[src/logic/ooo_pkg.sv]
package ooo_pkg;

    localparam int XLEN       = 32;
    localparam int NUM_REGS   = 32;
    localparam int REG_W      = 5;
    localparam int ROB_DEPTH  = 16;
    localparam int ROB_PTR_W  = $clog2(ROB_DEPTH);
    localparam int ROB_CNT_W  = ROB_PTR_W + 1;
    localparam int TAG_W      = 5;
    localparam int RS_DEPTH   = 4;
    localparam int RS_IDX_W   = $clog2(RS_DEPTH);
    localparam int MUL_STAGES = 3;

    // ROB entry plus one, zero means no pending producer
    typedef logic [TAG_W-1:0] tag_t;

    typedef enum logic [3:0] {
        ALU_ADD, ALU_SUB, ALU_AND, ALU_OR, ALU_XOR, ALU_SLT,
        ALU_SLL, ALU_SRL, ALU_ADDI, ALU_ANDI, ALU_ORI
    } alu_op_e;

    typedef enum logic {
        MUL_LO,
        MUL_HI
    } mul_op_e;

    // ALU codes come first and line up with alu_op_e
    typedef enum logic [3:0] {
        OP_ADD, OP_SUB, OP_AND, OP_OR, OP_XOR, OP_SLT,
        OP_SLL, OP_SRL, OP_ADDI, OP_ANDI, OP_ORI,
        OP_MUL, OP_MULH
    } op_e;

endpackage

[src/logic/rename_regfile.sv]
`timescale 1ns/1ps

module rename_regfile
    import ooo_pkg::*;
(
    input  logic             clk,
    input  logic             rst,
    input  logic [REG_W-1:0] rd_rs,
    input  logic [REG_W-1:0] rd_rt,
    input  logic             rename_en,
    input  logic [REG_W-1:0] rename_rd,
    input  tag_t             rename_tag,
    input  logic             commit_en,
    input  logic [REG_W-1:0] commit_rd,
    input  tag_t             commit_tag,
    input  logic [XLEN-1:0]  commit_data,
    output logic [XLEN-1:0]  rs_value,
    output tag_t             rs_tag,
    output logic [XLEN-1:0]  rt_value,
    output tag_t             rt_tag
);

    logic [XLEN-1:0] regs [NUM_REGS];
    tag_t            tags [NUM_REGS];

    assign rs_value = regs[rd_rs];
    assign rs_tag   = tags[rd_rs];
    assign rt_value = regs[rd_rt];
    assign rt_tag   = tags[rd_rt];

    always_ff @(posedge clk or posedge rst) begin
        if (rst) begin
            for (int i = 0; i < NUM_REGS; i++) begin
                regs[i] <= '0;
                tags[i] <= '0;
            end
        end else begin
            if (commit_en && commit_rd != '0) begin
                regs[commit_rd] <= commit_data;
                // Only the youngest producer releases the register
                if (tags[commit_rd] == commit_tag) begin
                    tags[commit_rd] <= '0;
                end
            end
            if (rename_en) begin
                tags[rename_rd] <= rename_tag;
            end
        end
    end

    a_r0_never_renamed: assert property (@(posedge clk) disable iff (rst)
        tags[0] == '0);

endmodule

[config.mk]
export PLATFORM = sky130hd
export DESIGN_NAME = rename_regfile
export DESIGN_NICKNAME = d
export VERILOG_FILES = /design/src/logic/ooo_pkg.sv /design/src/logic/rename_regfile.sv
export SDC_FILE = /design/constraint.sdc
export NUM_CORES = 2
export LEC_CHECK = 0
export CAP_MARGIN = 20
export CORE_ASPECT_RATIO = 1.4
export CORE_MARGIN = 2
export CORE_UTILIZATION = 28
export DETAILED_ROUTE_END_ITERATION = 6
export DONT_BUFFER_PORTS = 1
export HOLD_SLACK_MARGIN = 0.06
export PLACE_DENSITY = 0.42
export RECOVER_POWER = 25
export SLEW_MARGIN = 20
export SYNTH_ARGS = -nofsm -noshare
export SYNTH_HDL_FRONTEND = slang
export SYNTH_SLANG_ARGS = --single-unit
[constraint.sdc]
create_clock -name clk -period 38.9 [get_ports clk]
set_input_delay 3.89 -clock clk [delete_from_list [all_inputs] [get_ports clk]]
set_output_delay 3.89 -clock clk [all_outputs]
set_load 0.005 [all_outputs]
* Word level (Yosys, flattened, before mapping)
Cells that the tools add are included.
** Operators by class
- Order comparisons :: 6
- Eq/ne operators :: 1
- Muxes and demuxes :: 26
- Bitwise logic cells :: 6
- Reduce and logical (&&, ||, !) cells :: 4
** Operators by type and width (number)
- bitwise mux 1024 bit :: 1
- 2-to-1 mux 160 bit :: 3
- binary-select mux 32 bit (select 5 bit) :: 2
- AND 160 bit :: 1
- bitwise mux 160 bit :: 1
- demux 32 bit (select 5 bit) :: 1
- 2-to-1 mux 32 bit :: 5
- inverter 160 bit :: 1
- binary-select mux 5 bit (select 5 bit) :: 3
- demux 5 bit (select 5 bit) :: 2
- 2-to-1 mux 5 bit :: 8
- >= comparator 6 bit, second input constant :: 4
- inverter 5 -> 6 bit :: 4
- < comparator 6 x 1 -> 1 bit, second input constant :: 2
- == test 5 bit :: 1
- nonzero test 5 bit :: 1
- logical AND 1 bit :: 3
** Storage, ports and cells
- Register bits after elaboration :: 1184
- Input port bits :: 66
- Output and inout bits :: 74
- Word-level logic and storage cells :: 107

* Longest topological paths before layout
- Depth after elaboration :: 11
- Gate-level depth with buffers :: 12
- Gate-level depth less buffers :: 7

* Worst setup path before layout
No wires, ideal clock.
- Kind :: input-to-output
- Start point :: input rd_rs[0]
- End point :: output rs_tag[0]
- Arrival time :: 6.205 ns
- Setup slack :: 28.805 ns
- Stages on the path :: 6
- Path buffers :: 3
- Cells stage by stage :: clkbuf_1 -> buf_2 -> buf_1 -> mux4_2 -> mux4_2 -> mux2_2
** On the way
- Cells in the longest elaborated chain, start to end :: 4
** Ends and longest elaborated chain
- from (decl) :: RTL line rename_regfile.sv:8 : input logic [REG_W-1:0] rd_rs,
- inverter 5 -> 6 bit (not written as such) :: RTL line rename_regfile.sv:27 : assign rs_tag = tags[rd_rs];
- binary-select mux 5 bit (select 5 bit) :: RTL line rename_regfile.sv:27
- 2-to-1 mux 5 bit (not written as such) (2 in a row) :: RTL line rename_regfile.sv:27
- to (decl) :: RTL line rename_regfile.sv:18 : output tag_t rs_tag,
No other way between the ends. The select of a mux whose other input is x is not followed.

==> metrics.yaml <==
outcome:
  status: "finished, violations left"
  violations_in_the_final_reports: "max-capacitance violations, max-slew violations"
drt:
  first_iter_violations: 2298
  number_of_drc_violations_after_detailed_routing: 0
  finalWirelength_mm: 226
  routed-via-count: 37900
  antenna_violating_nets_post_route: 0
  detail_route.first_pass.iterations: 7
  routed_wire_length_per_instance_um: 32.5
  vias_per_cell: 5.46
critical_path:
  timing.critical_path.mode_cell: "buf_4"
  crit_path_end_kind: "asynchronous set/reset pin"
  critical_path.n_buffers_inverters: 6
  worst_path_dominant_cell_family: "buffers and inverters"
  critical-path-slowest-cell: "clkinvlp_2"
  critical_path.startpoint_type: "input port"
  worstPathRequired_ns: 39.71
  data_arrival_time_of_the_worst_path_ns: 12.13
  critical_path.max_fanout: 103
  critical_path.cell_chain: "clkinvlp_2 > clkbuf_1 > buf_4 > buf_4 > buf_6 > buf_4"
  worst_path_largest_cell_delay_ns: 2.57
  critical_path_class: "in -> async"
final_layout:
  finalCoreUtilization_pct: 31.4
  multi_input_comb_area_um2: 33200
  layout_common_cells: "1184 x dfrtp_1, 1075 x mux2_2, 760 x mux4_2"
  final_nets: 3854
  ff_latch_area_um2: 29600
  layout.cells.most_common: "dfrtp_1"
  fin_area_um2: 72000
  num-fill-cells: 22500
  drive_gt1_share_pct: 54.7
  flow.area_growth_from_synthesis_pct: 11.5
flow_run:
  drv_cap: 21
timing:
  aggregate_negative_setup_slack_ns: 0
  unrepaired_setup_endpoints_after_global_routing: "no"
  post-route-min-period_ns: 11.33
  finalClockSkew_ns: 0.0429
  min_period_over_period_pct: 29.1
  achievable-frequency_mhz: 88.3
  report.final.hold_viol_count: 0
  slew_headroom_pct: -220
  final_setup_vio_count: 0
  worst_slew_pin_slew_ns: 4.80
  number_of_pins_with_negative_max_slew_slack_in_the_final_report: 646
clock_network:
  tritoncts_num_sinks: 1184
  tritoncts.num_buffers: 151
  ctsResizeCount: 0
  h_tree_lvl_count: 4
  clk_pin_slew_ns: 0.06
  cts.path.max_buffers: 4
  clk_root_buffer_cell: "clkbuf_16"
  clk_latency_ns: 0.81
  ctsHoldBuffers: 0
  post_cts.repair.setup_buffers: 0
  cts_tree: "yes"
floorplan:
  chipHeight_um: 572
  die-area_um2: 235000
  start_util_pct: 28.2
  dieWidth_um: 410
  placementRows: 208
  count_of_boundary_i_o_pins: 140
  design.core.area_um2: 229000
logic_synthesis:
  synth_seq_cells: 1184
  synthDominantAreaCellType: "dfrtp_1"
  syn_avg_cell_area_um2: 16.0
  synth_async_sr_flop_share_pct: 100
  netlist_area_um2: 64600
  synthDominantCellAreaShare_pct: 45.9
  synth_warnings: 0
  synth_edf_count: 0
  yosysSeqAreaShare_pct: 45.9
  post_synth_num_cell_types: 47
  synthesized_nets: 4099
  netlist_top_cells_area: "dfrtp_1 46%, mux4_2 27%, mux2_2 19%, mux2i_1 3.0%, clkbuf_1 1.8%"
  synthCells: 4033
  ys_dominant_reg_cell: "dfrtp_1"
placed_design:
  port-buffer-count: 0
  post_dp_cell_area_um2: 67200
  finalWeightedCongestion: 0.755
  detailed_place_hpwl_mm: 119
grt:
  global_route.overflow_total: 0
  global_route.usage.total_pct: 19.2
  antenna_found_initial: 8
  number_of_global_route_vias_before_repair: 40500
  largest_net_degree_at_the_start_of_global_routing: 297
  global_route_wire_length_before_repair_mm: 323
power_and_ir_drop:
  static-leakage-power_nw: 30.2
  power.ir.vdd_worst_mv: 0.0359
  power.total_mw: 3.76
  pwr_density_cell_nw_per_um2: 52.3
min_path:
  hold_class: "reg -> reg"
-- stage by stage --
stage / worst slack, ns / cells / hold WS (ns)
4_1_cts: 29.43 / 6935 / 0.396
5_1_grt: 25.91 / 6939 / 0.407
6_report: 27.57 / 6940 / 0.391
3_3_place_gp: 29.42 / 6677 / 0.376
2_1_floorplan: 1.66 / 4033 / 0.441
3_5_place_dp: 29.43 / 6677 / 0.383
-- area by class of cell --
| cell class | count | area share, % |
|---|---|---|
| diodes | 2 | 0.00695 |
| clock buffers | 234 | 6.42 |
| clock inverters | 24 | 0.323 |
| inverters | 3 | 0.0174 |
| multi-input cells | 2391 | 46.2 |
| flip-flops and latches | 1184 | 41.1 |
| well taps | 3045 | 5.29 |
| repair buffers | 57 | 0.648 |
-- path summary, 6_finish.rpt --
check / from / endpoint / slack, ns / cells past startpoint
setup / recovery: rst / regs[659] / 27.57 / 6
hold / removal: regs[1012] / regs[1012] / 0.39 / 0
setup reg to reg: tags[6] / tags[40] / 34.75 / 9
hold reg to reg: regs[1012] / regs[1012] / 0.39 / 0
max in group clk: rd_rs[0] / rs_value[16] / 28.33 / 5
min in group asynchronous: rst / regs[903] / 4.42 / 1
-- layer usage --
layer	vias up	share of wire, %	global-route usage, %
li1	15400	-	-
met1	21400	43	25.4
met2	891	49	31.9
met3	275	5.7	4.26
met4	0	2.4	4.80
met5	-	0	0
-- flip-flops by register name, indices dropped and copies added (netlist names) --
signal	flops
tags	160
regs	1024
-- synthesized netlist by cell type (3+ instances only) --
cell type and n:
and2_1 10, a21oi_1 170, and3_1 3, a2111oi_0 4, nor3_1 9, nor4_1 4
mux4_2 760, nand4_1 3, and3b_1 4, clkbuf_1 313, nor2_1 33, inv_1 3
buf_1 88, dfrtp_1 1184, buf_2 35, a211oi_1 4, nor3b_1 7, o22ai_1 15
mux2i_1 191, nand3b_1 4, o21ai_0 3, nor2b_1 9, nand2_1 46, buf_6 9
mux2_2 1075, nand4b_1 3, buf_4 10, or4_1 3, nand3_1 8
-- power breakdown --
| part | switching, mW | internal (mW) |
|---|---|---|
| Combinational | 0.240 | 0.472 |
| Clock | 0.564 | 0.839 |
| Sequential | 0.180 | 1.47 |
-- cells by family (layout without fill, tap and decap cells) --
group           after synthesis  count (layout)  share of synthesized area, %
compound gates              204             204                          1.69
xor+xnor                      2               2                        0.0271
buf+inv                     458             318                          2.89
flops                      1184            1184                          45.9
mux                        2026            2026                          48.2
other cells                   0               2                             0
simple gates                159             159                          1.30
-- worst reg2reg max path, stage by stage, from the launching register on --
cell and delay [ns]:
dfrtp_1 0.43, mux2i_1 0.33, o22ai_1 0.14, nor4_1 0.70
a31o_2 0.25, o211ai_1 0.12, nor4_4 0.14, buf_4 0.64
buf_4 0.98, a21oi_1 0.26
Power figures use the tool's default switching activity.
