### src/logic/ooo_pkg.sv
package ooo_pkg;

    localparam int XLEN       = 32;
    localparam int NUM_REGS   = 32;
    localparam int REG_W      = 5;
    localparam int ROB_DEPTH  = 16;
    localparam int ROB_PTR_W  = $clog2(ROB_DEPTH);
    localparam int ROB_CNT_W  = ROB_PTR_W + 1;
    localparam int TAG_W      = 5;
    localparam int RS_DEPTH   = 4;
    localparam int RS_IDX_W   = $clog2(RS_DEPTH);
    localparam int MUL_STAGES = 3;

    // ROB entry plus one, zero means no pending producer
    typedef logic [TAG_W-1:0] tag_t;

    typedef enum logic [3:0] {
        ALU_ADD, ALU_SUB, ALU_AND, ALU_OR, ALU_XOR, ALU_SLT,
        ALU_SLL, ALU_SRL, ALU_ADDI, ALU_ANDI, ALU_ORI
    } alu_op_e;

    typedef enum logic {
        MUL_LO,
        MUL_HI
    } mul_op_e;

    // ALU codes come first and line up with alu_op_e
    typedef enum logic [3:0] {
        OP_ADD, OP_SUB, OP_AND, OP_OR, OP_XOR, OP_SLT,
        OP_SLL, OP_SRL, OP_ADDI, OP_ANDI, OP_ORI,
        OP_MUL, OP_MULH
    } op_e;

endpackage

### src/logic/mul_unit.sv
`timescale 1ns/1ps

module mul_unit
    import ooo_pkg::*;
(
    input  logic            clk,
    input  logic            rst,
    input  logic            dispatch,
    input  mul_op_e         op,
    input  tag_t            tag,
    input  logic [XLEN-1:0] a,
    input  logic [XLEN-1:0] b,
    output logic            cdb_b_valid,
    output tag_t            cdb_b_tag,
    output logic [XLEN-1:0] cdb_b_data
);

    logic [MUL_STAGES-1:0]    vld;
    tag_t                     tag_q  [MUL_STAGES-1];
    mul_op_e                  op_q   [MUL_STAGES-1];
    logic signed [2*XLEN-1:0] prod_q [MUL_STAGES-1];

    assign cdb_b_valid = vld[MUL_STAGES-1];

    always_ff @(posedge clk or posedge rst) begin
        if (rst) begin
            vld <= '0;
        end else begin
            vld <= {vld[MUL_STAGES-2:0], dispatch};
        end
    end

    always_ff @(posedge clk) begin
        tag_q[0]  <= tag;
        op_q[0]   <= op;
        prod_q[0] <= $signed(a) * $signed(b);
        for (int s = 1; s < MUL_STAGES - 1; s++) begin
            tag_q[s]  <= tag_q[s-1];
            op_q[s]   <= op_q[s-1];
            prod_q[s] <= prod_q[s-1];
        end
        // Half select in the last stage
        cdb_b_tag  <= tag_q[MUL_STAGES-2];
        cdb_b_data <= (op_q[MUL_STAGES-2] == MUL_HI) ? prod_q[MUL_STAGES-2][2*XLEN-1:XLEN]
                                                     : prod_q[MUL_STAGES-2][XLEN-1:0];
    end

endmodule

### config.mk
export PLATFORM = sky130hd
export DESIGN_NAME = mul_unit
export DESIGN_NICKNAME = d
export VERILOG_FILES = /design/src/logic/ooo_pkg.sv /design/src/logic/mul_unit.sv
export SDC_FILE = /design/constraint.sdc
export NUM_CORES = 2
export LEC_CHECK = 0
export ABC_AREA = 0
export BUFFER_PORTS_ARGS = -buffer_cell sky130_fd_sc_hd__buf_2
export CAP_MARGIN = 20
export CORE_UTILIZATION = 35
export CTS_CLUSTER_DIAMETER = 50
export DETAILED_ROUTE_END_ITERATION = 16
export GPL_TIMING_DRIVEN = 0
export PLACE_DENSITY_LB_ADDON = 0.25
export SLEW_MARGIN = 20
export SYNTH_ARGS = -nofsm -noshare
export SYNTH_HDL_FRONTEND = slang
export SYNTH_SLANG_ARGS = --single-unit
### constraint.sdc
create_clock -name clk -period 2 [get_ports clk]
set_input_delay 0.3 -clock clk [delete_from_list [all_inputs] [get_ports clk]]
set_output_delay 0.3 -clock clk [all_outputs]
set_load 0.05 [all_outputs]
Yosys cells after proc, flatten, opt, wreduce, memory -nomap -nowiden. Memories as Yosys holds them, arrays and structs flattened. A register that Yosys moved wholly into a read port is not among the register bits. Index checks and enable logic that the tools add are counted.

Mux-type cells: 1. Multiply operators: 1.

Operators by type and width (number): multiplier 32 x 32 -> 64 bit (1); 2-to-1 mux 32 bit (1).

Memories: 3. Input bits: 73. Memory bits (writable): 140. Bits in registers: 35. Output and inout port bits: 38.

Memories: prod_q (depth 2, bits a word 64, rd ports 2, clocked after Yosys merged registers in 0, wr ports 2, line mul_unit.sv:21) `logic signed [2*XLEN-1:0] prod_q [MUL_STAGES-1];`; tag_q (depth 2, bits a word 5, rd ports 2, clocked after Yosys merged registers in 1, wr ports 2, line mul_unit.sv:19) `tag_t tag_q [MUL_STAGES-1];`; op_q (depth 2, bits a word 1, rd ports 2, clocked after Yosys merged registers in 0, wr ports 2, line mul_unit.sv:20) `mul_op_e op_q [MUL_STAGES-1];`.

Longest topological paths before layout.
Depth after elaboration: 1. Gate-level depth with buffers: 28. Depth with buffers taken out: 26.

Least setup slack after synthesis. No wires, ideal clock.

Path kind: input port to flip-flop. Start point: input b[2]. End point: memory prod_q[0][62] in the netlist's numbering. Cell stages on the path: 25. Data required time: 1.928 ns. Library setup time: 0.072 ns. Arrival time: 7.364 ns. Setup slack: -5.437 ns. Buffers on the path: 1. Path through: clkbuf_1 -> nand2_1 -> inv_1 -> fa_1 -> fa_1 -> fa_1 -> fa_1 -> inv_1 -> fa_1 -> inv_1 -> fa_1 -> inv_1 -> fa_1 -> fa_1 -> inv_1 -> ha_1 -> a21oi_1 -> o21ai_0 -> a21oi_1 -> o21bai_1 -> a21o_2 -> a21oi_1 -> o211ai_2 -> a31oi_1 -> xnor2_1.

RTL lines: start: declaration (line mul_unit.sv:12) `input logic [XLEN-1:0] b,`; end: declaration (line mul_unit.sv:21).

==> run_results.csv <==
group,metric,value,unit
critical_path,cp_max_fo,10,
route,vias_per_cell,5.027,
final_layout,final_cell_count_no_fill,5960,
final_layout,fin_nets,5763,
logic_synthesis,synth_edf_count,0,
min_path,whs_path_depth,2,
route,post_drt_wl_per_cell,25.86,um
timing,max_freq,139.9,MHz
clock_tree,cts_max_path_buffers,2,
global_routing,grt_pass1_vias,32318,
placed_design,hpwl,124.4,mm
clock_tree,insertion_delay,0.43,ns
timing,rsz0062_at_grt,"true",
clock_tree,clk_root_buffer_cell,"clkbuf_16",
floorplanning,die_x,341.0,um
route,totalWireLength,154.1,mm
critical_path,rrSetupSlack,0.32,ns
logic_synthesis,synth_area,40230,um^2
floorplanning,start_util,35.23,%
critical_path,worstSetupPathType,"primary input to flip-flop",
timing,setup_viol,60,
logic_synthesis,yosysSeqAreaShare,8.995,%
critical_path,worst-endpoint-arrival,7.48,ns
global_routing,grt_max_degree,23,
min_path,holdPathEnd,"prod_q[0][0]",
global_routing,grt.total_usage,26.79,%
floorplanning,rows,124,
critical_path,path_common_cell,"fa_1",
placed_design,place_area,44370,um^2
logic_synthesis,ys_ff_latch,180,
final_layout,final_util,44.37,%
timing,hold_viol_final,0,
final_layout,fin_area,50670,um^2
critical_path,worstReg2RegStart,"op_q[0][1]",
logic_synthesis,synthFlopType,"dfxtp_1",
clock_tree,clk_pin_slew,0.07,ns
status,violations,"setup timing",
critical_path,slowest_stage,"fa_2",
route,first_pass_iters,5,
timing,worst_pin_slew,0.8243,ns
floorplanning,die_h,341.0,um
floorplanning,io_pins,111,
placed_design,io_buffers,110,
global_routing,overflow,0,
logic_synthesis,synth_fp_nets,5432,
global_routing,grt_antenna_before_repair,21,
timing,slew_viol_final,0,
floorplanning,die-area,116300,um^2
timing,finClkSkew,0.01009,ns
placed_design,gp_congestion,0.9920,
logic_synthesis,synth_top_area_cell,"fa_1",
clock_tree,htree_levels,4,
global_routing,grt_pass1_wl,221.1,mm
critical_path,ff2ff_path_depth,3,
route,drc_errors,0,
route,ant_nets,0,
logic_synthesis,async_flop_share,1.667,%
floorplanning,core-area,114200,um^2
min_path,hp-start,"b[0]",
logic_synthesis,synth_top_area_share,53.85,%
critical_path,start_kind,"primary input",
timing,setup_ws,-5.146,ns
logic_synthesis,synth.area.top_cells,"fa_1 54%, inv_1 8.9%, dfxtp_1 8.8%",
critical_path,cp_data_required_time,2.33,ns
critical_path,rr_endpoint,"cdb_b_data[14]",
critical_path,slowest_delay,0.67,ns
placed_design,placed_cells,5715,
logic_synthesis,yosysWarnings,0,
critical_path,endpoint_kind,"flip-flop",
clock_tree,cts.sinks,180,
timing,period_needed,7.146,ns
clock_tree,cts_buffers,17,
status,status,"complete, but fails checks",
logic_synthesis,syn-instance-count,4093,
min_path,hp-class,"primary input to flip-flop",
logic_synthesis,synth.avg_cell_area,9.828,um^2
final_layout,drive_above_1_share,22.94,%
logic_synthesis,ys_types,64,
route,vias,29963,
final_layout,area_delta_synth_final,25.95,%
timing,max_slew_margin,45.05,%
run,max_cap_viol_count,0,
timing,fin_setup_tns,-251.25,ns
timing,period_share,357.3,%
route,first_iter_violations,2257,
clock_tree,cts_tree,"done",
-- logic make-up (layout without fill, tap and decap cells) --
group,count (synthesis),in the layout,synth area share [%]
buf+inv,1166,1510,10.94
xor+xnor,70,70,1.524
other cells,0,11,0
flops,180,180,8.995
fa+ha+maj,1266,1266,59.57
mux,32,32,0.8958
compound gates,211,211,3.443
simple gates,1168,1168,14.63
-- critical path, delay by kind of cell --
| family | cells | cell delay (ns) |
|---|---|---|
| compound gates | 8 | 1.28 |
| xor+xnor | 1 | 0.16 |
| simple gates | 1 | 0.22 |
| buf+inv | 10 | 1.25 |
| fa+ha+maj | 9 | 4.25 |
-- layout make-up --
class / count / area [um^2]
clock buffers: 18 / 429.2
repair buffers: 315 / 2877
plain buffers: 205 / 3313
clock inverters: 14 / 219.0
multi-input cells: 2747 / 34660
well taps: 1512 / 1892
diodes: 11 / 27.53
fillers: 10979 / 63520
inverters: 958 / 3627
flip-flops and latches: 180 / 3618
-- placed cells by master (no fill, tap or decap), drive strengths merged, types with 3 or more instances in the layout --
master       synthesis  layout
a311oi               4       4
nor4                 3       3
o21bai              15      15
and2               518     518
o211ai               3       3
inv                958     957
nor2b                5       5
a31oi                9       9
clkinvlp             0       7
nand2              518     518
fa                1082    1082
clkinv               0       4
nand3               14      14
o21ai               48      48
and3                 6       6
a21o                27      27
a21boi               4       4
and4                 7       7
a211oi               9       9
nand2b              12      12
ha                 184     184
o21a                 6       6
nor2                54      54
diode                0      11
bufinv               0       4
xnor2               47      47
dfrtp                3       3
clkbuf             198     137
dlygate4sd3          0       8
a31o                 3       3
nand4               11      11
xor2                23      23
or3                  4       4
nor3                11      11
a21oi               65      65
mux2                32      32
buf                 10     393
o311ai               4       4
dfxtp              177     177
-- timing repair --
item	in CTS	in global routing
hold buffers	8	0
gates resized for setup	517	486
endpoints found under the setup margin	61	61
gates cloned	5	5
pin swaps	72	187
buffers inserted	60	131
hold endpoints to repair	10	0
-- metrics by stage --
step / hold WS, ns / worst slack (ns)
after floorplan: 0.05364 / -4.981
after global placement: 0.1614 / -6.851
after detailed placement: 0.1737 / -6.852
after CTS: 0.2436 / -5.181
after global routing: 0.2206 / -5.306
final: 0.2491 / -5.146
-- synthesized netlist by cell type (all sizes together) (4+ instances only) --
library cell / instances
nand2b: 12
and2: 518
o21a: 6
nor2b: 5
and4: 7
or3: 4
buf: 10
and3: 6
xor2: 23
a21o: 27
o21ai: 48
a211oi: 9
o311ai: 4
dfxtp: 177
nor2: 54
xnor2: 47
nand3: 14
ha: 184
fa: 1082
inv: 958
mux2: 32
nor3: 11
a311oi: 4
a21boi: 4
a21oi: 65
nand2: 518
clkbuf: 198
a31oi: 9
nand4: 11
o21bai: 15
-- flip-flops by register name, indices dropped and copies added (netlist names) --
register,count
cdb_b_data,32
cdb_b_tag,5
op_q,2
prod_q,128
tag_q,10
vld,3
-- worst max-delay path by stage --
| stage | depth (start not counted) | start | end | slack (ns) |
|---|---|---|---|---|
| after global placement | 20 | b[11] | prod_q[0][63] | -6.85 |
| after floorplan | 24 | a[31] | prod_q[0][62] | -4.98 |
| after global routing | 29 | b[0] | prod_q[0][62] | -5.31 |
| after detailed placement | 20 | b[11] | prod_q[0][63] | -6.85 |
| after CTS | 21 | a[25] | prod_q[0][63] | -5.18 |
| final | 29 | b[0] | prod_q[0][62] | -5.15 |
-- per-layer routing --
| layer | routed length [um] | part of all wire, % | up-vias | GRT usage (%) |
|---|---|---|---|---|
| li1 | - | - | 12449 | - |
| met1 | 61810 | 40 | 15860 | 34.77 |
| met2 | 70170 | 46 | 1262 | 42.97 |
| met3 | 11850 | 7.7 | 386 | 4.802 |
| met4 | 10270 | 6.7 | 6 | 13.48 |
| met5 | 35 | 0.023 | - | 0 |
Power is left out: the tool's default activity adds up to more than one toggle a clock period on the data nets, which glitch-free logic cannot reach.
