File: config.mk
export PLATFORM = sky130hd
export DESIGN_NAME = reorder_buffer
export DESIGN_NICKNAME = d
export VERILOG_FILES = /design/src/logic/ooo_pkg.sv /design/src/logic/reorder_buffer.sv
export SDC_FILE = /design/constraint.sdc
export NUM_CORES = 2
export LEC_CHECK = 0
export BUFFER_PORTS_ARGS = -buffer_cell sky130_fd_sc_hd__buf_4
export CAP_MARGIN = 20
export CORE_ASPECT_RATIO = 0.6
export CORE_MARGIN = 1.5
export CORE_UTILIZATION = 54
export CTS_CLUSTER_SIZE = 14
export DETAILED_ROUTE_END_ITERATION = 8
export PLACE_DENSITY_LB_ADDON = 0.2
export RECOVER_POWER = 25
export SYNTH_ARGS = -nofsm -noshare
export SYNTH_HDL_FRONTEND = slang
export SYNTH_SLANG_ARGS = --single-unit
export TNS_END_PERCENT = 1
File: constraint.sdc
create_clock -name clk -period 4.51 [get_ports clk]
set_clock_uncertainty 0.1 [all_clocks]
set_input_delay 1.1275 -clock clk [delete_from_list [all_inputs] [get_ports clk]]
set_output_delay 1.1275 -clock clk [all_outputs]
set_load 0.02 [all_outputs]
File: src/logic/ooo_pkg.sv
package ooo_pkg;

    localparam int XLEN       = 32;
    localparam int NUM_REGS   = 32;
    localparam int REG_W      = 5;
    localparam int ROB_DEPTH  = 16;
    localparam int ROB_PTR_W  = $clog2(ROB_DEPTH);
    localparam int ROB_CNT_W  = ROB_PTR_W + 1;
    localparam int TAG_W      = 5;
    localparam int RS_DEPTH   = 4;
    localparam int RS_IDX_W   = $clog2(RS_DEPTH);
    localparam int MUL_STAGES = 3;

    // ROB entry plus one, zero means no pending producer
    typedef logic [TAG_W-1:0] tag_t;

    typedef enum logic [3:0] {
        ALU_ADD, ALU_SUB, ALU_AND, ALU_OR, ALU_XOR, ALU_SLT,
        ALU_SLL, ALU_SRL, ALU_ADDI, ALU_ANDI, ALU_ORI
    } alu_op_e;

    typedef enum logic {
        MUL_LO,
        MUL_HI
    } mul_op_e;

    // ALU codes come first and line up with alu_op_e
    typedef enum logic [3:0] {
        OP_ADD, OP_SUB, OP_AND, OP_OR, OP_XOR, OP_SLT,
        OP_SLL, OP_SRL, OP_ADDI, OP_ANDI, OP_ORI,
        OP_MUL, OP_MULH
    } op_e;

endpackage

File: src/logic/reorder_buffer.sv
`timescale 1ns/1ps

module reorder_buffer
    import ooo_pkg::*;
(
    input  logic             clk,
    input  logic             rst,
    input  logic             alloc,
    input  logic [REG_W-1:0] alloc_rd,
    input  tag_t             lookup_tag_1,
    input  tag_t             lookup_tag_2,
    input  logic             cdb_a_valid,
    input  tag_t             cdb_a_tag,
    input  logic [XLEN-1:0]  cdb_a_data,
    input  logic             cdb_b_valid,
    input  tag_t             cdb_b_tag,
    input  logic [XLEN-1:0]  cdb_b_data,
    output tag_t             alloc_tag,
    output logic             rob_full,
    output logic             lookup_ready_1,
    output logic [XLEN-1:0]  lookup_data_1,
    output logic             lookup_ready_2,
    output logic [XLEN-1:0]  lookup_data_2,
    output logic             commit_valid,
    output logic [REG_W-1:0] commit_rd,
    output tag_t             commit_tag,
    output logic [XLEN-1:0]  commit_data
);

    logic [ROB_PTR_W-1:0] head;
    logic [ROB_PTR_W-1:0] tail;
    logic [ROB_CNT_W-1:0] count;
    logic [ROB_DEPTH-1:0] ready;
    logic [ROB_DEPTH-1:0] live;
    logic [REG_W-1:0]     rd_q  [ROB_DEPTH];
    logic [XLEN-1:0]      value [ROB_DEPTH];
    logic [ROB_PTR_W-1:0] idx_a;
    logic [ROB_PTR_W-1:0] idx_b;
    logic [ROB_PTR_W-1:0] idx_1;
    logic [ROB_PTR_W-1:0] idx_2;
    logic                 head_done;

    assign idx_a = ROB_PTR_W'(cdb_a_tag - 1'b1);
    assign idx_b = ROB_PTR_W'(cdb_b_tag - 1'b1);
    assign idx_1 = ROB_PTR_W'(lookup_tag_1 - 1'b1);
    assign idx_2 = ROB_PTR_W'(lookup_tag_2 - 1'b1);

    assign alloc_tag = tag_t'(tail) + 1'b1;
    assign rob_full  = count == ROB_CNT_W'(ROB_DEPTH);
    assign head_done = live[head] && ready[head];

    // Entries between head and head + count are in flight
    always_comb begin
        for (int i = 0; i < ROB_DEPTH; i++) begin
            live[i] = {1'b0, ROB_PTR_W'(ROB_PTR_W'(i) - head)} < count;
        end
    end

    // Results on a bus this cycle are forwarded
    always_comb begin
        lookup_ready_1 = ready[idx_1];
        lookup_data_1  = value[idx_1];
        lookup_ready_2 = ready[idx_2];
        lookup_data_2  = value[idx_2];
        if (cdb_a_valid && cdb_a_tag == lookup_tag_1) begin
            lookup_ready_1 = 1'b1;
            lookup_data_1  = cdb_a_data;
        end else if (cdb_b_valid && cdb_b_tag == lookup_tag_1) begin
            lookup_ready_1 = 1'b1;
            lookup_data_1  = cdb_b_data;
        end
        if (cdb_a_valid && cdb_a_tag == lookup_tag_2) begin
            lookup_ready_2 = 1'b1;
            lookup_data_2  = cdb_a_data;
        end else if (cdb_b_valid && cdb_b_tag == lookup_tag_2) begin
            lookup_ready_2 = 1'b1;
            lookup_data_2  = cdb_b_data;
        end
    end

    always_ff @(posedge clk or posedge rst) begin
        if (rst) begin
            head         <= '0;
            tail         <= '0;
            count        <= '0;
            ready        <= '0;
            commit_valid <= 1'b0;
        end else begin
            head         <= head + ROB_PTR_W'(head_done);
            tail         <= tail + ROB_PTR_W'(alloc);
            count        <= count + ROB_CNT_W'(alloc) - ROB_CNT_W'(head_done);
            commit_valid <= head_done;
            if (alloc) ready[tail] <= 1'b0;
            if (cdb_a_valid) ready[idx_a] <= 1'b1;
            if (cdb_b_valid) ready[idx_b] <= 1'b1;
        end
    end

    always_ff @(posedge clk) begin
        if (alloc) rd_q[tail] <= alloc_rd;
        if (cdb_a_valid) value[idx_a] <= cdb_a_data;
        if (cdb_b_valid) value[idx_b] <= cdb_b_data;
        commit_rd   <= rd_q[head];
        commit_tag  <= tag_t'(head) + 1'b1;
        commit_data <= value[head];
    end

    a_no_alloc_full: assert property (@(posedge clk) disable iff (rst)
        alloc |-> !rob_full);

    // Each result arrives once, for a live entry
    a_bus_a_live: assert property (@(posedge clk) disable iff (rst)
        cdb_a_valid |-> cdb_a_tag != '0 && live[idx_a] && !ready[idx_a]);
    a_bus_b_live: assert property (@(posedge clk) disable iff (rst)
        cdb_b_valid |-> cdb_b_tag != '0 && live[idx_b] && !ready[idx_b]);

endmodule

# Yosys cells after proc, flatten, opt, wreduce, memory -nomap -nowiden
# Memories as Yosys holds them, arrays and structs flattened. A register that Yosys moved wholly into a read port is not among the register bits.
# Index checks and enable logic that the tools add are counted.
# Widths: inputs -> output; s select.
[word_totals]
regBits = 35
word_cells = 107
ram_bits = 592
inputBits = 94
n_memories = 2
[classes]
bitwise_logic = 4
n_eq_ne = 5
addsub = 26
n_reduce_logical = 8
n_mux = 31
magnitude_cmp = 25
[memory_table]
columns = ["name", "words", "width", "rd", "rd_ports_with_merged_regs", "wr", "line", "text"]
rows = [
  ["value", 16, 32, 3, 1, 2, "reorder_buffer.sv:36", "logic [XLEN-1:0] value [ROB_DEPTH];"],
  ["rd_q", 16, 5, 1, 1, 1, "reorder_buffer.sv:35", "logic [REG_W-1:0] rd_q [ROB_DEPTH];"],
]
[ops]
columns = ["operator", "count"]
rows = [
  ["$mux 32", 4],
  ["$lt 4x5->1", 16],
  ["$mux 16", 3],
  ["$or 16x16->16", 2],
  ["$sub 4x4->4 const A", 8],
  ["$lt 4x5->1 const B", 6],
  ["$eq 5x5->1", 4],
  ["$mux 1", 17],
  ["$and 16x16->16", 1],
  ["$bmux 1 s4", 4],
  ["$not 16->16", 1],
  ["$sub 3x4->4 const A", 4],
  ["$sub 4x1->4 const B", 4],
  ["$demux 1 s4", 3],
  ["$ge 4x1->1 const B", 3],
  ["$add 4x1->5 const B", 2],
  ["$add 4x1->4", 2],
  ["$logic_and 1x1->1", 8],
  ["$sub 1x4->4 const A", 2],
  ["$sub 2x4->4 const A", 2],
  ["$add 5x1->5", 1],
  ["$eq 5x5->1 const B", 1],
  ["$sub 5x1->5", 1],
]

# Longest topological paths before layout
[logic_depth]
depth_word = 11
depth_mapped = 22

# Worst setup path after synthesis
# No wires, ideal clock.
[synth_path]
kind = "input -> output"
start = "input port lookup_tag_1[0]"
end = "output port lookup_data_1[22]"
path_slack_ns = -0.063
required_time_ns = 3.283
arrival_time_ns = 3.345
path_buffers = 5
stages = 12
cell_sequence = "buf_2 -> buf_6 -> inv_2 -> ha_1 -> buf_2 -> buf_2 -> buf_2 -> mux4_2 -> mux2i_1 -> a211oi_1 -> a21oi_1 -> o21ai_1"
[synth_between]
elab_chain_cells = 4
elab_cells_between_ends = 8
[synth_rtl]
columns = ["item", "line", "text"]
rows = [
  ["start: declaration", "reorder_buffer.sv:10", "input tag_t lookup_tag_1,"],
  ["$sub 4x1->4 / $eq 5x5->1 (equally long branches)", "reorder_buffer.sv:45, reorder_buffer.sv:68", ""],
  ["$mem_v2 16x32 / $logic_and 1x1->1 (equally long branches)", "-", ""],
  ["$mux 32", "reorder_buffer.sv:68", "end else if (cdb_b_valid && cdb_b_tag == lookup_tag_1) begin"],
  ["$mux 32 *", "reorder_buffer.sv:65", "if (cdb_a_valid && cdb_a_tag == lookup_tag_1) begin"],
  ["end: declaration", "reorder_buffer.sv:21", "output logic [XLEN-1:0] lookup_data_1,"],
]
# Mark *: on every way between the ends. The rest lies on a longest branch, timed or not.

# Worst setup path after layout
[layout_path]
start = "input port lookup_tag_1[1]"
end = "output port lookup_data_1[3]"
# The elaborated chain is that of the path after synthesis.

==> out/results.ini <==
[timing]
timing.hold.ws_ps = 318
worst_slew_pin_slew_ps = 3030
finalSetupViolCount = 3
period_minus_slack_ps = 4540
setup_slack_ps = -29.9
min_period_over_period_pct = 101
fmax_mhz = 220
relSlewSlack_pct = -104
final.setup.tns_ps = -58.7
hold_viol = 0
slew_viol_final = 111
rsz0062_at_grt = true

[routing]
drt_wl_total_um = 139000
wl_per_cell_um = 35.1
drt-pass1-iter-count = 6
drt_drc_violations_left = 0
drt.antenna.violating_nets = 0
vias_per_cell = 7.37
drt_iter0_drc = 4531
num_vias = 29251

[clock_tree]
cts_max_level = 3
numCtsBuffers = 68
clk_pin_slew_ps = 70
cts_sinks = 664
clk_latency_ps = 630
clockBufferDepth = 3
cts_tree = built
cts_root_buf = clkbuf_16

[synth]
synth_edf_count = 592
synth_area_um2 = 42100
yosysWarnings = 0
yosysMostFrequentCell = edfxtp_1
synth_top_area_share_pct = 42.2
synthTopCellsByCount = 592 x edfxtp_1, 486 x mux2_2, 452 x mux4_2, 148 x clkbuf_1, 134 x a211oi_1
synthFlopType = edfxtp_1
syn_nets = 2854
synth-seq-cells = 664
syn_area_per_cell_um2 = 15.5
synth_cells = 2708
yosys.area.top_type = edfxtp_1
synth-async-reset-ratio_pct = 4.52
yosys.cell_types.count = 57
ys_seq_area_share_pct = 46.0
synthTopCellsByArea = edfxtp_1 42%, mux4_2 24%, mux2_2 13%

[placement]
gp_congestion = 0.925
dp_hpwl_um = 84900
numPortBuffers = 208

[cells_and_area]
nets = 3009
drive_gt1_share_pct = 49.8
n_fill_cell = 5636
syn_to_final_growth_pct = 14.3

[setup_path]
worstPathArrival_ps = 3310
reg2reg_depth = 20
crit_required_ps = 3280
path_max_fanout = 19
worstSetupPathType = in2out
crit_path_end_kind = output port
startpoint_type = primary input

[die]
num_io_pins = 209
start_util_pct = 54.4
num_rows = 79
die_h_um = 219
die_w_um = 363
coreArea_um2 = 77300
dieArea_um2 = 79700

[pwr]
seqPwrFrac_pct = 34.8
swShare_pct = 34.5
clkPwrFrac_pct = 26.0
power_density_nw_per_um2 = 468
p_comb_share_pct = 39.2
power_leakage_nw = 15.9
power_switching_mw = 7.76
internal-power_mw = 14.7
peakVddDrop_v = 0.000431

[global_route]
grt_antenna_before_repair = 6
grtUsageTotal_pct = 34.6
grt_max_degree = 82
grt_pass1_wl_um = 199000
grt_overflow = 0
grt_pass1_vias = 28361

[min_path]
hold_class = in2async

[job]
max_cap_violations = 6

[run_status]
status = complete, but fails checks
failed_checks = capacitance limit, slew limit, setup timing

what timing repair did:
action,CTS,global route
gates cloned,0,5
pin swaps,0,6
endpoints found under the setup margin,7,33
gates resized for setup,5,24
buffers inserted,0,10
hold buffers,0,0
power groups by stage:
stage	clock network [mW]	registers [mW]	logic, mW
6_report	5.85	7.82	8.82
5_1_grt	6.12	7.87	9.35
4_1_cts	5.89	7.80	8.77
3_5_place_dp	0	7.93	8.72
3_3_place_gp	0	7.88	8.54
2_1_floorplan	0	7.96	5.91
worst max-delay path, stage by stage:
cell      delay, ps
buf_4           130
inv_1            70
ha_4            410
buf_12          220
buf_12          180
mux4_2          310
mux2i_2         180
a211oi_1        100
a21oi_1         180
o21ai_1         160
buf_4           210
metrics by stage:
stage	instance area, um^2	total power, mW	utilization, %	instances	setup slack, ps
after global placement	45800	16.4	59.2	3825	-3.70
final	48100	22.5	62.2	3968	-29.9
after floorplan	42200	13.9	-	2708	-20.9
after CTS	48100	22.5	62.2	3947	-10.7
after global routing	48100	23.3	62.2	3968	-40.2
after detailed placement	45800	16.6	59.3	3826	-22.5
per-layer routing:
layer  track usage, %  share of wire, %
met5                0             0.042
met4             11.7               3.6
met3             11.2                14
met2             50.7                44
met1             49.0                38
layout by cell type, fill, tap and decap left out, drive strengths merged, types with 4 or more instances in the layout:
master	Yosys	final
xor2	27	27
o21ai	95	95
nand3b	4	4
a21oi	79	79
nand2b	30	30
o22ai	10	10
buf	142	307
and3	5	5
nand2	82	82
nor4	4	4
a31oi	6	6
clkbuf	148	158
ha	51	51
nor3	5	5
dfxtp	42	42
bufinv	0	7
clkinvlp	0	6
xnor2	18	18
mux2i	68	68
nor2b	67	67
nand3	6	6
clkinv	0	17
a211oi	135	135
mux2	515	515
nor2	30	30
inv	35	36
mux4	453	453
edfxtp	592	592
dfrtp	30	30
sequential cells by signal, summed over array words and instances, names as in the netlist, 4 cells and up:
name / cells
commit_data: 32
commit_rd: 5
commit_tag: 5
count: 5
head: 4
rd_q: 80
ready: 16
tail: 4
value: 512
area by class of cell:
| class | instances | area (um^2) | share of cell area (%) |
|---|---|---|---|
| sequential | 664 | 19400 | 40.3 |
| clock buffer | 90 | 1810 | 3.75 |
| antenna | 1 | 2.50 | 0.00520 |
| clock inverter | 31 | 410 | 0.853 |
| tap | 1053 | 1320 | 2.74 |
| timing repair buffer | 375 | 3380 | 7.02 |
| inverter | 35 | 134 | 0.278 |
| multi-input combinational | 1719 | 21700 | 45.1 |
cells by family (layout without fill, tap and decap cells):
| kind of cell | count (synthesis) | count (layout) | synth area share [%] |
|---|---|---|---|
| XOR/XNOR | 45 | 45 | 0.972 |
| AND/OR/NAND/NOR | 243 | 243 | 2.95 |
| flip-flops | 664 | 664 | 46.0 |
| other | 0 | 1 | 0 |
| buffers and inverters | 325 | 531 | 3.73 |
| multiplexers | 1036 | 1036 | 39.6 |
| AO/OA/AOI/OAI | 343 | 343 | 5.12 |
| adder cells (fa/ha/maj) | 52 | 52 | 1.56 |
path summary, 6_finish.rpt:
path                                  from                to  slack (ps)
min reg2reg                      ready[13]         ready[13]         480
max in group asynchronous              rst           head[1]        2280
max reg2reg                        head[1]          count[4]         270
max                        lookup_tag_1[1]  lookup_data_1[3]         -30
min                                    rst      commit_valid         320
min in group clk                 ready[13]         ready[13]         480
(Power assumes the default switching activity.)
