==> src/logic/ooo_pkg.sv <==
package ooo_pkg;

    localparam int XLEN       = 32;
    localparam int NUM_REGS   = 32;
    localparam int REG_W      = 5;
    localparam int ROB_DEPTH  = 16;
    localparam int ROB_PTR_W  = $clog2(ROB_DEPTH);
    localparam int ROB_CNT_W  = ROB_PTR_W + 1;
    localparam int TAG_W      = 5;
    localparam int RS_DEPTH   = 4;
    localparam int RS_IDX_W   = $clog2(RS_DEPTH);
    localparam int MUL_STAGES = 3;

    // ROB entry plus one, zero means no pending producer
    typedef logic [TAG_W-1:0] tag_t;

    typedef enum logic [3:0] {
        ALU_ADD, ALU_SUB, ALU_AND, ALU_OR, ALU_XOR, ALU_SLT,
        ALU_SLL, ALU_SRL, ALU_ADDI, ALU_ANDI, ALU_ORI
    } alu_op_e;

    typedef enum logic {
        MUL_LO,
        MUL_HI
    } mul_op_e;

    // ALU codes come first and line up with alu_op_e
    typedef enum logic [3:0] {
        OP_ADD, OP_SUB, OP_AND, OP_OR, OP_XOR, OP_SLT,
        OP_SLL, OP_SRL, OP_ADDI, OP_ANDI, OP_ORI,
        OP_MUL, OP_MULH
    } op_e;

endpackage

==> src/logic/reservation_station.sv <==
`timescale 1ns/1ps

module reservation_station
    import ooo_pkg::*;
#(
    parameter type op_t = alu_op_e
) (
    input  logic            clk,
    input  logic            rst,
    input  logic            insert,
    input  op_t             insert_op,
    input  tag_t            insert_tag,
    input  tag_t            src1_tag,
    input  logic [XLEN-1:0] src1_val,
    input  tag_t            src2_tag,
    input  logic [XLEN-1:0] src2_val,
    input  logic            cdb_a_valid,
    input  tag_t            cdb_a_tag,
    input  logic [XLEN-1:0] cdb_a_data,
    input  logic            cdb_b_valid,
    input  tag_t            cdb_b_tag,
    input  logic [XLEN-1:0] cdb_b_data,
    output logic            full,
    output logic            dispatch,
    output op_t             dispatch_op,
    output tag_t            dispatch_tag,
    output logic [XLEN-1:0] dispatch_a,
    output logic [XLEN-1:0] dispatch_b
);

    logic [RS_DEPTH-1:0] valid;
    logic [RS_DEPTH-1:0] rdy;
    op_t                 op_q  [RS_DEPTH];
    tag_t                dst_q [RS_DEPTH];
    tag_t                t1_q  [RS_DEPTH];
    tag_t                t2_q  [RS_DEPTH];
    logic [XLEN-1:0]     v1_q  [RS_DEPTH];
    logic [XLEN-1:0]     v2_q  [RS_DEPTH];
    // Number of older entries still held
    logic [RS_IDX_W-1:0] age   [RS_DEPTH];
    logic [RS_IDX_W-1:0] sel;
    logic [RS_IDX_W-1:0] free_idx;
    logic [RS_IDX_W-1:0] n_stay;

    function automatic logic [TAG_W+XLEN-1:0] snoop(input tag_t t, input logic [XLEN-1:0] v);
        if (t != '0 && cdb_a_valid && cdb_a_tag == t) return {{TAG_W{1'b0}}, cdb_a_data};
        if (t != '0 && cdb_b_valid && cdb_b_tag == t) return {{TAG_W{1'b0}}, cdb_b_data};
        return {t, v};
    endfunction

    always_comb begin
        dispatch = 1'b0;
        sel      = '0;
        free_idx = '0;
        n_stay   = '0;
        // Oldest entry with both operands wins
        for (int i = 0; i < RS_DEPTH; i++) begin
            rdy[i] = valid[i] && t1_q[i] == '0 && t2_q[i] == '0;
            if (rdy[i] && (!dispatch || age[i] < age[sel])) begin
                dispatch = 1'b1;
                sel      = RS_IDX_W'(i);
            end
        end
        for (int i = RS_DEPTH - 1; i >= 0; i--) begin
            if (!valid[i]) free_idx = RS_IDX_W'(i);
        end
        for (int i = 0; i < RS_DEPTH; i++) begin
            n_stay = n_stay + RS_IDX_W'(valid[i] && !(dispatch && sel == RS_IDX_W'(i)));
        end
    end

    assign full         = &valid;
    assign dispatch_op  = op_q[sel];
    assign dispatch_tag = dst_q[sel];
    assign dispatch_a   = v1_q[sel];
    assign dispatch_b   = v2_q[sel];

    always_ff @(posedge clk or posedge rst) begin
        if (rst) begin
            valid <= '0;
            for (int i = 0; i < RS_DEPTH; i++) begin
                age[i] <= '0;
            end
        end else begin
            for (int i = 0; i < RS_DEPTH; i++) begin
                if (dispatch && age[i] > age[sel]) age[i] <= age[i] - 1'b1;
            end
            if (dispatch) valid[sel] <= 1'b0;
            if (insert) begin
                valid[free_idx] <= 1'b1;
                age[free_idx]   <= n_stay;
            end
        end
    end

    always_ff @(posedge clk) begin
        for (int i = 0; i < RS_DEPTH; i++) begin
            {t1_q[i], v1_q[i]} <= snoop(t1_q[i], v1_q[i]);
            {t2_q[i], v2_q[i]} <= snoop(t2_q[i], v2_q[i]);
        end
        if (insert) begin
            op_q[free_idx]  <= insert_op;
            dst_q[free_idx] <= insert_tag;
            {t1_q[free_idx], v1_q[free_idx]} <= snoop(src1_tag, src1_val);
            {t2_q[free_idx], v2_q[free_idx]} <= snoop(src2_tag, src2_val);
        end
    end

    a_no_insert_full: assert property (@(posedge clk) disable iff (rst)
        insert |-> !full);

endmodule

==> config.mk <==
export PLATFORM = sky130hd
export DESIGN_NAME = reservation_station
export DESIGN_NICKNAME = d
export VERILOG_FILES = /design/src/logic/ooo_pkg.sv /design/src/logic/reservation_station.sv
export SDC_FILE = /design/constraint.sdc
export NUM_CORES = 1
export LEC_CHECK = 0
export ABC_CLOCK_PERIOD_IN_PS = 8000
export BUFFER_PORTS_ARGS = -buffer_cell sky130_fd_sc_hd__buf_2
export CAP_MARGIN = 20
export CORE_MARGIN = 2
export CORE_UTILIZATION = 40
export DETAILED_ROUTE_END_ITERATION = 16
export MAX_ROUTING_LAYER = met4
export PLACE_DENSITY = 0.55
export SLEW_MARGIN = 0
export SYNTH_ARGS = -nofsm -noshare
export SYNTH_HDL_FRONTEND = slang
export SYNTH_SLANG_ARGS = --single-unit
==> constraint.sdc <==
create_clock -name clk -period 8 [get_ports clk]
set_input_delay 2 -clock clk [delete_from_list [all_inputs] [get_ports clk]]
set_output_delay 2 -clock clk [all_outputs]
set_load 0.01 [all_outputs]
After elaboration in Yosys (flattened, before gate mapping)
Memory sizes are Yosys's and may differ from the RTL's.
Index checks and enable logic that the tools add are counted.

storage, ports and cells
  memories kept = 2
  flip-flop bits (word level) = 308
  input port bits = 162
  RAM bits = 36

memories
  name   depth  width  read ports  clocked after memory_dff  wr ports  line                       text
  dst_q  4      5      1           0                         1         reservation_station.sv:34  tag_t dst_q [RS_DEPTH];
  op_q   4      4      1           0                         1         reservation_station.sv:33  op_t op_q [RS_DEPTH];

cells by class
  add/subtract/negate cells = 7
  muxes and demuxes = 130
  $lt $le $gt $ge = 16
  bitwise logic cells = 7
  reduce and logical (&&, ||, !) cells = 96
  equal/unequal tests = 23

operators by type and width
  operator                                                             count
  37-bit 2-to-1 mux                                                    42
  128-bit bitwise mux                                                  2
  128-bit 2-to-1 mux                                                   2
  32-bit 2-to-1 mux                                                    5
  32-bit binary-select mux with 2-bit select                           2
  5-bit == test                                                        20
  1-bit logical AND                                                    66
  32-bit demux with 2-bit select                                       1
  5-bit nonzero test                                                   10
  1-bit 2-to-1 mux                                                     43
  20-bit bitwise mux                                                   2
  5-bit zero test                                                      8
  20-bit 2-to-1 mux                                                    2
  2-bit 2-to-1 mux                                                     17
  2-bit binary-select mux with 2-bit select                            3
  3-bit >= comparator (second input constant)                          4
  5-bit demux with 2-bit select                                        1
  2-bit NOT with 3-bit output                                          3
  8-bit bitwise mux                                                    1
  2-bit greater-than comparator                                        4
  4-bit 2-to-1 mux                                                     2
  8-bit 2-to-1 mux                                                     1
  2-bit by 1-bit subtractor with 2-bit output (second input constant)  4
  1-bit zero test                                                      7
  18 further kinds                                                     27

Depth between registers and ports, before layout
  depth in word-level cells = 33
  depth in mapped cells = 26

Worst setup path before layout
OpenSTA, ideal clock, no wires.

  kind = flip-flop to output port
  start point = register t1_q[10] (netlist bit)
  end point = output port dispatch_b[14]
  slack = 1.649 ns
  buffers on the path = 3
  required time = 6.000 ns
  arrival = 4.351 ns
  stages on the path, launching flop included = 18
  cells stage by stage = dfxtp_1 or4_1 or3_1 a311oi_4 mux2i_1 ha_1 nor2_1 o21ai_0 o21a_1 o21ai_2 ha_1 or3_1 o311ai_4 buf_2 buf_2 buf_2 nand2_1 nand2_1

between the ends
  cells in the longest elaborated chain, start to end = 25

RTL lines
  element                                                    line                        text
  start: declaration                                         reservation_station.sv:35   tag_t t1_q [RS_DEPTH];
  start signal: indexed assignment                           reservation_station.sv:98   {t1_q[i], v1_q[i]} <= snoop(t1_q[i], v1_q[i]);
  start signal: indexed assignment                           reservation_station.sv:104  {t1_q[free_idx], v1_q[free_idx]} <= snoop(src1_tag, src1_val);
  5-bit zero test (*)                                        reservation_station.sv:58   rdy[i] = valid[i] && t1_q[i] == '0 && t2_q[i] == '0;
  1-bit logical AND (*) (2 in series)                        reservation_station.sv:58
  1-bit logical AND (*)                                      reservation_station.sv:59   if (rdy[i] && (!dispatch || age[i] < age[sel])) begin
  1-bit 2-to-1 mux                                           reservation_station.sv:59
  1-bit NOT with 3-bit output (implied by the code)          reservation_station.sv:59
  2-bit binary-select mux with 2-bit select                  reservation_station.sv:59
  2-bit 2-to-1 mux (implied by the code) (2 in series)       reservation_station.sv:59
  2-bit less-than comparator                                 reservation_station.sv:59
  [... 5 more ...]                                           -
  2-bit 2-to-1 mux (implied by the code) (2 in series)       reservation_station.sv:59
  2-bit less-than comparator                                 reservation_station.sv:59
  1-bit logical OR                                           reservation_station.sv:59
  1-bit logical AND                                          reservation_station.sv:59
  2-bit 2-to-1 mux (*)                                       reservation_station.sv:59
  2-bit NOT with 3-bit output (implied by the code) (*)      reservation_station.sv:76   assign dispatch_b = v2_q[sel];
  32-bit binary-select mux with 2-bit select (*)             reservation_station.sv:76
  32-bit 2-to-1 mux (implied by the code) (*) (2 in series)  reservation_station.sv:76
  end: declaration                                           reservation_station.sv:28   output logic [XLEN-1:0] dispatch_b

Every way passes the cells marked *; elsewhere a longest branch is shown, timed or not. The select of a mux whose other input is x is not followed.

Worst setup path in the final report
  start point = register t1_q[11] (netlist bit)
  end point = output port dispatch_b[19]

Same word-level chain as after synthesis.

==> flow_metrics.py <==
metrics = {
    "synthesis": {
        "syn_area_mm2": 0.0211,
        "synthArstFlopShare_pct": 3.49,
        "yosys-top-cells-count": "510 x nand2_1, 359 x o21ai_0, 343 x a21oi_1",
        "synth_top_area_share_pct": 28.0,
        "synth_area_leader_cell": "dfxtp_1",
        "synth_edf_count": 36,
        "ys.flop_type": "dfxtp_1",
        "syn_nets": 3009,
        "synth_cells": 2838,
        "ys_seq_elements": 344,
        "synth_cell_types": 50,
        "synth.top_cells.by_area": "dfxtp_1 28%, mux2i_1 15%, nand2_1 9.1%, o21ai_0 8.5%, a21oi_1 8.1%",
        "yosys_warnings": 0,
        "synth.most_common_cell": "nand2_1",
        "seq_area_frac_synth_pct": 34.6,
        "synth_area_per_cell_um2": 7.45,
    },
    "sta": {
        "post-route-period-util_pct": 95.7,
        "hold_viol": 0,
        "rsz0062_at_grt": "no",
        "slew_viol_final": 0,
        "period_minus_slack_ns": 7.65,
        "fin_skew_ns": 0.0155,
        "setup_viol": 0,
        "fmax_mhz": 131,
        "finalSetupTns_ns": 0,
        "relSlewSlack_pct": 21.2,
        "worst-slew-pin-transition_ns": 1.18,
    },
    "placement": {
        "gp_congestion": 0.877,
        "dp_hpwl_um": 45500,
        "portBuffers": 236,
    },
    "floorplanning": {
        "die-height_um": 234,
        "dieArea_mm2": 0.0547,
        "rows": 84,
        "chipWidth_um": 234,
        "start_util_pct": 40.3,
        "ioPinCount": 237,
        "coreArea_mm2": 0.0524,
    },
    "cts": {
        "cts_buffers": 43,
        "postCtsHoldBufs": 0,
        "clk_latency_ns": 0.57,
        "root_buffer": "clkbuf_16",
        "htreeDepth": 2,
        "cts.sinks": 344,
        "path_clk_slew_ns": 0.05,
        "clockBufferDepth": 3,
        "cts_tree": "done",
    },
    "power": {
        "p_per_area_mw_per_mm2": 378,
        "finalPower_uw": 9010,
        "p_leak_uw": 0.00866,
        "vdd_drop_max_mv": 0.188,
    },
    "critical_path": {
        "crit_required_ns": 6.00,
        "cp_num_buf_inv": 2,
        "end_kind": "output pin",
        "start_kind": "register",
        "crit_slowest_cell": "or4_1",
        "cp_max_fo": 80,
        "cp_slowest_stage_delay_ns": 0.59,
        "path_class": "reg -> out",
        "cp.arrival_ns": 5.65,
        "cp_top_family": "simple AND/OR/NAND/NOR gates",
        "worstPathCellList": "or4_1 -> or3_1 -> a311oi_4 -> mux2i_1 -> ha_1 -> nor2_1 -> o21ai_1 -> o21a_2 -> o21ai_2 -> ha_1 -> or3_1 -> o311ai_4 -> clkbuf_16 -> a21oi_1 -> a221o_1 -> buf_2",
    },
    "cells_and_area": {
        "area_delta_synth_final_pct": 12.7,
        "final_nets": 3036,
        "drive_above_1_share_pct": 12.8,
        "nFillCells": 5243,
        "multi_input_area_mm2": 0.0127,
        "regArea_mm2": 0.00731,
    },
    "route": {
        "drtPass1Iterations": 6,
        "viasPerCell": 5.84,
        "wl_per_cell_um": 21.8,
        "vias": 20946,
        "totalWireLength_um": 78400,
        "ant_nets": 0,
        "drt_iter0_markers": 1818,
        "drc_errors": 0,
    },
    "grt": {
        "grt_pass1_vias": 19655,
        "grt_max_degree": 160,
        "grt_pass1_wl_um": 116000,
        "track_usage_pct": 28.3,
        "grt-ovfl-total": 0,
        "antenna_found_initial": 6,
    },
    "outcome": {
        "status": "finished, final reports clean",
    },
    "min_path": {
        "hp-class": "reg -> reg",
    },
    "flow_run": {
        "maxCapViolCount": 0,
    },
}
[where the power goes]
| part | internal, µW | switching [µW] | leakage, µW |
|---|---|---|---|
| combinational | 1610 | 2520 | 0.00510 |
| clock | 1050 | 772 | 0.000624 |
| sequential | 2560 | 504 | 0.00294 |
| total | 5220 | 3790 | 0.00866 |
[state kept, by name, indices dropped and copies added (netlist names)]
name and flops:
v1_q 128, v2_q 128, dst_q 20, t1_q 20, t2_q 20, op_q 16, age 8, valid 4
[final cells by class]
| class | count | area share, % |
|---|---|---|
| multi-input cells | 2177 | 53.5 |
| flip-flops and latches | 344 | 30.7 |
| repair buffers | 281 | 6.51 |
| clock buffers | 66 | 5.17 |
| well taps | 688 | 3.61 |
| inverters | 18 | 0.315 |
| clock inverters | 8 | 0.168 |
| diodes | 5 | 0.0525 |
[what timing repair did]
item | in CTS | in global routing
buffers inserted | 0 | 0
endpoints found under the setup margin | 0 | 73
gates resized for setup | 0 | 6
[worst register-to-register path, cell delays in order, from the launching register on]
cell,delay (ns)
dfxtp_1,0.36
or4_1,0.59
or3_1,0.37
a311oi_4,0.32
mux2i_1,0.30
ha_1,0.28
nor2_1,0.20
o21ai_1,0.21
o21a_2,0.18
o21ai_2,0.30
ha_1,0.30
or3_1,0.42
o311ai_4,0.14
buf_8,0.56
o21ai_0,0.43
ha_1,0.40
nor2_1,0.26
o2111a_1,0.22
a31oi_1,0.06
a211o_1,0.32
nand3_1,0.09
[per-layer routing]
metal | GRT usage [%] | share of wire [%] | vias to the layer above
met4 | 9.53 | 2.7 | 0
met1 | 37.2 | 44 | 10002
li1 | - | - | 9945
met3 | 3.33 | 7.1 | 139
met2 | 45.3 | 46 | 860
met5 | - | 0 | -
[final timing paths]
check | to | startpoint | cells past startpoint | slack (ns)
setup / recovery | dispatch_b[19] | t1_q[11] | 16 | 0.35
hold / removal | t1_q[16] | t1_q[16] | 1 | 0.56
setup reg to reg | age[2] | t1_q[11] | 20 | 1.64
hold reg to reg | t1_q[16] | t1_q[16] | 1 | 0.56
max in group asynchronous | age[6] | rst | 2 | 6.16
min in group asynchronous | age[1] | rst | 2 | 1.49
[kinds of logic (layout without fill, tap and decap cells)]
group	Yosys count	after routing	synth area share, %
mux	324	324	15.3
other cells	0	5	0
fa+ha+maj	9	9	0.568
simple gates	931	931	18.0
xor+xnor	99	99	4.10
buf+inv	317	373	5.78
compound gates	814	814	21.6
flops	344	344	34.6
[stage by stage]
| step | std cells | instance area (µm²) | utilization [%] | hold WS [ns] | setup slack (ns) |
|---|---|---|---|---|---|
| 2_1_floorplan | 2838 | 21100 | - | 0.516 | 1.65 |
| 3_3_place_gp | 3506 | 22500 | 42.9 | 0.528 | 0.941 |
| 3_5_place_dp | 3507 | 22500 | 42.9 | 0.544 | 0.684 |
| 4_1_cts | 3581 | 23800 | 45.4 | 0.558 | 0.0739 |
| 5_1_grt | 3587 | 23800 | 45.4 | 0.571 | 0.129 |
| 6_report | 3587 | 23800 | 45.4 | 0.564 | 0.347 |
[layout by cell type, fill, tap and decap left out, types with 4 or more instances in the layout]
cell type / Yosys / final
nor4_1: 19 / 5
a32o_1: 20 / 20
nor4_2: 0 / 14
clkinv_2: 0 / 4
edfxtp_1: 36 / 36
clkbuf_1: 244 / 16
dfrtp_1: 12 / 12
o21ai_0: 359 / 358
ha_1: 8 / 8
nor2_1: 251 / 249
nor3_1: 18 / 17
buf_4: 0 / 41
nand4_1: 23 / 23
dfxtp_1: 296 / 296
or4_1: 12 / 11
diode_2: 0 / 5
inv_1: 18 / 12
xor2_1: 42 / 42
a22o_1: 21 / 21
xnor2_1: 57 / 57
nand3_1: 84 / 84
a221o_1: 37 / 37
a21oi_1: 343 / 343
clkbuf_16: 0 / 44
nand2_1: 510 / 510
buf_2: 26 / 236
mux2i_1: 324 / 324
clkbuf_8: 0 / 7
Note: power is estimated with default switching activity, not from simulation.
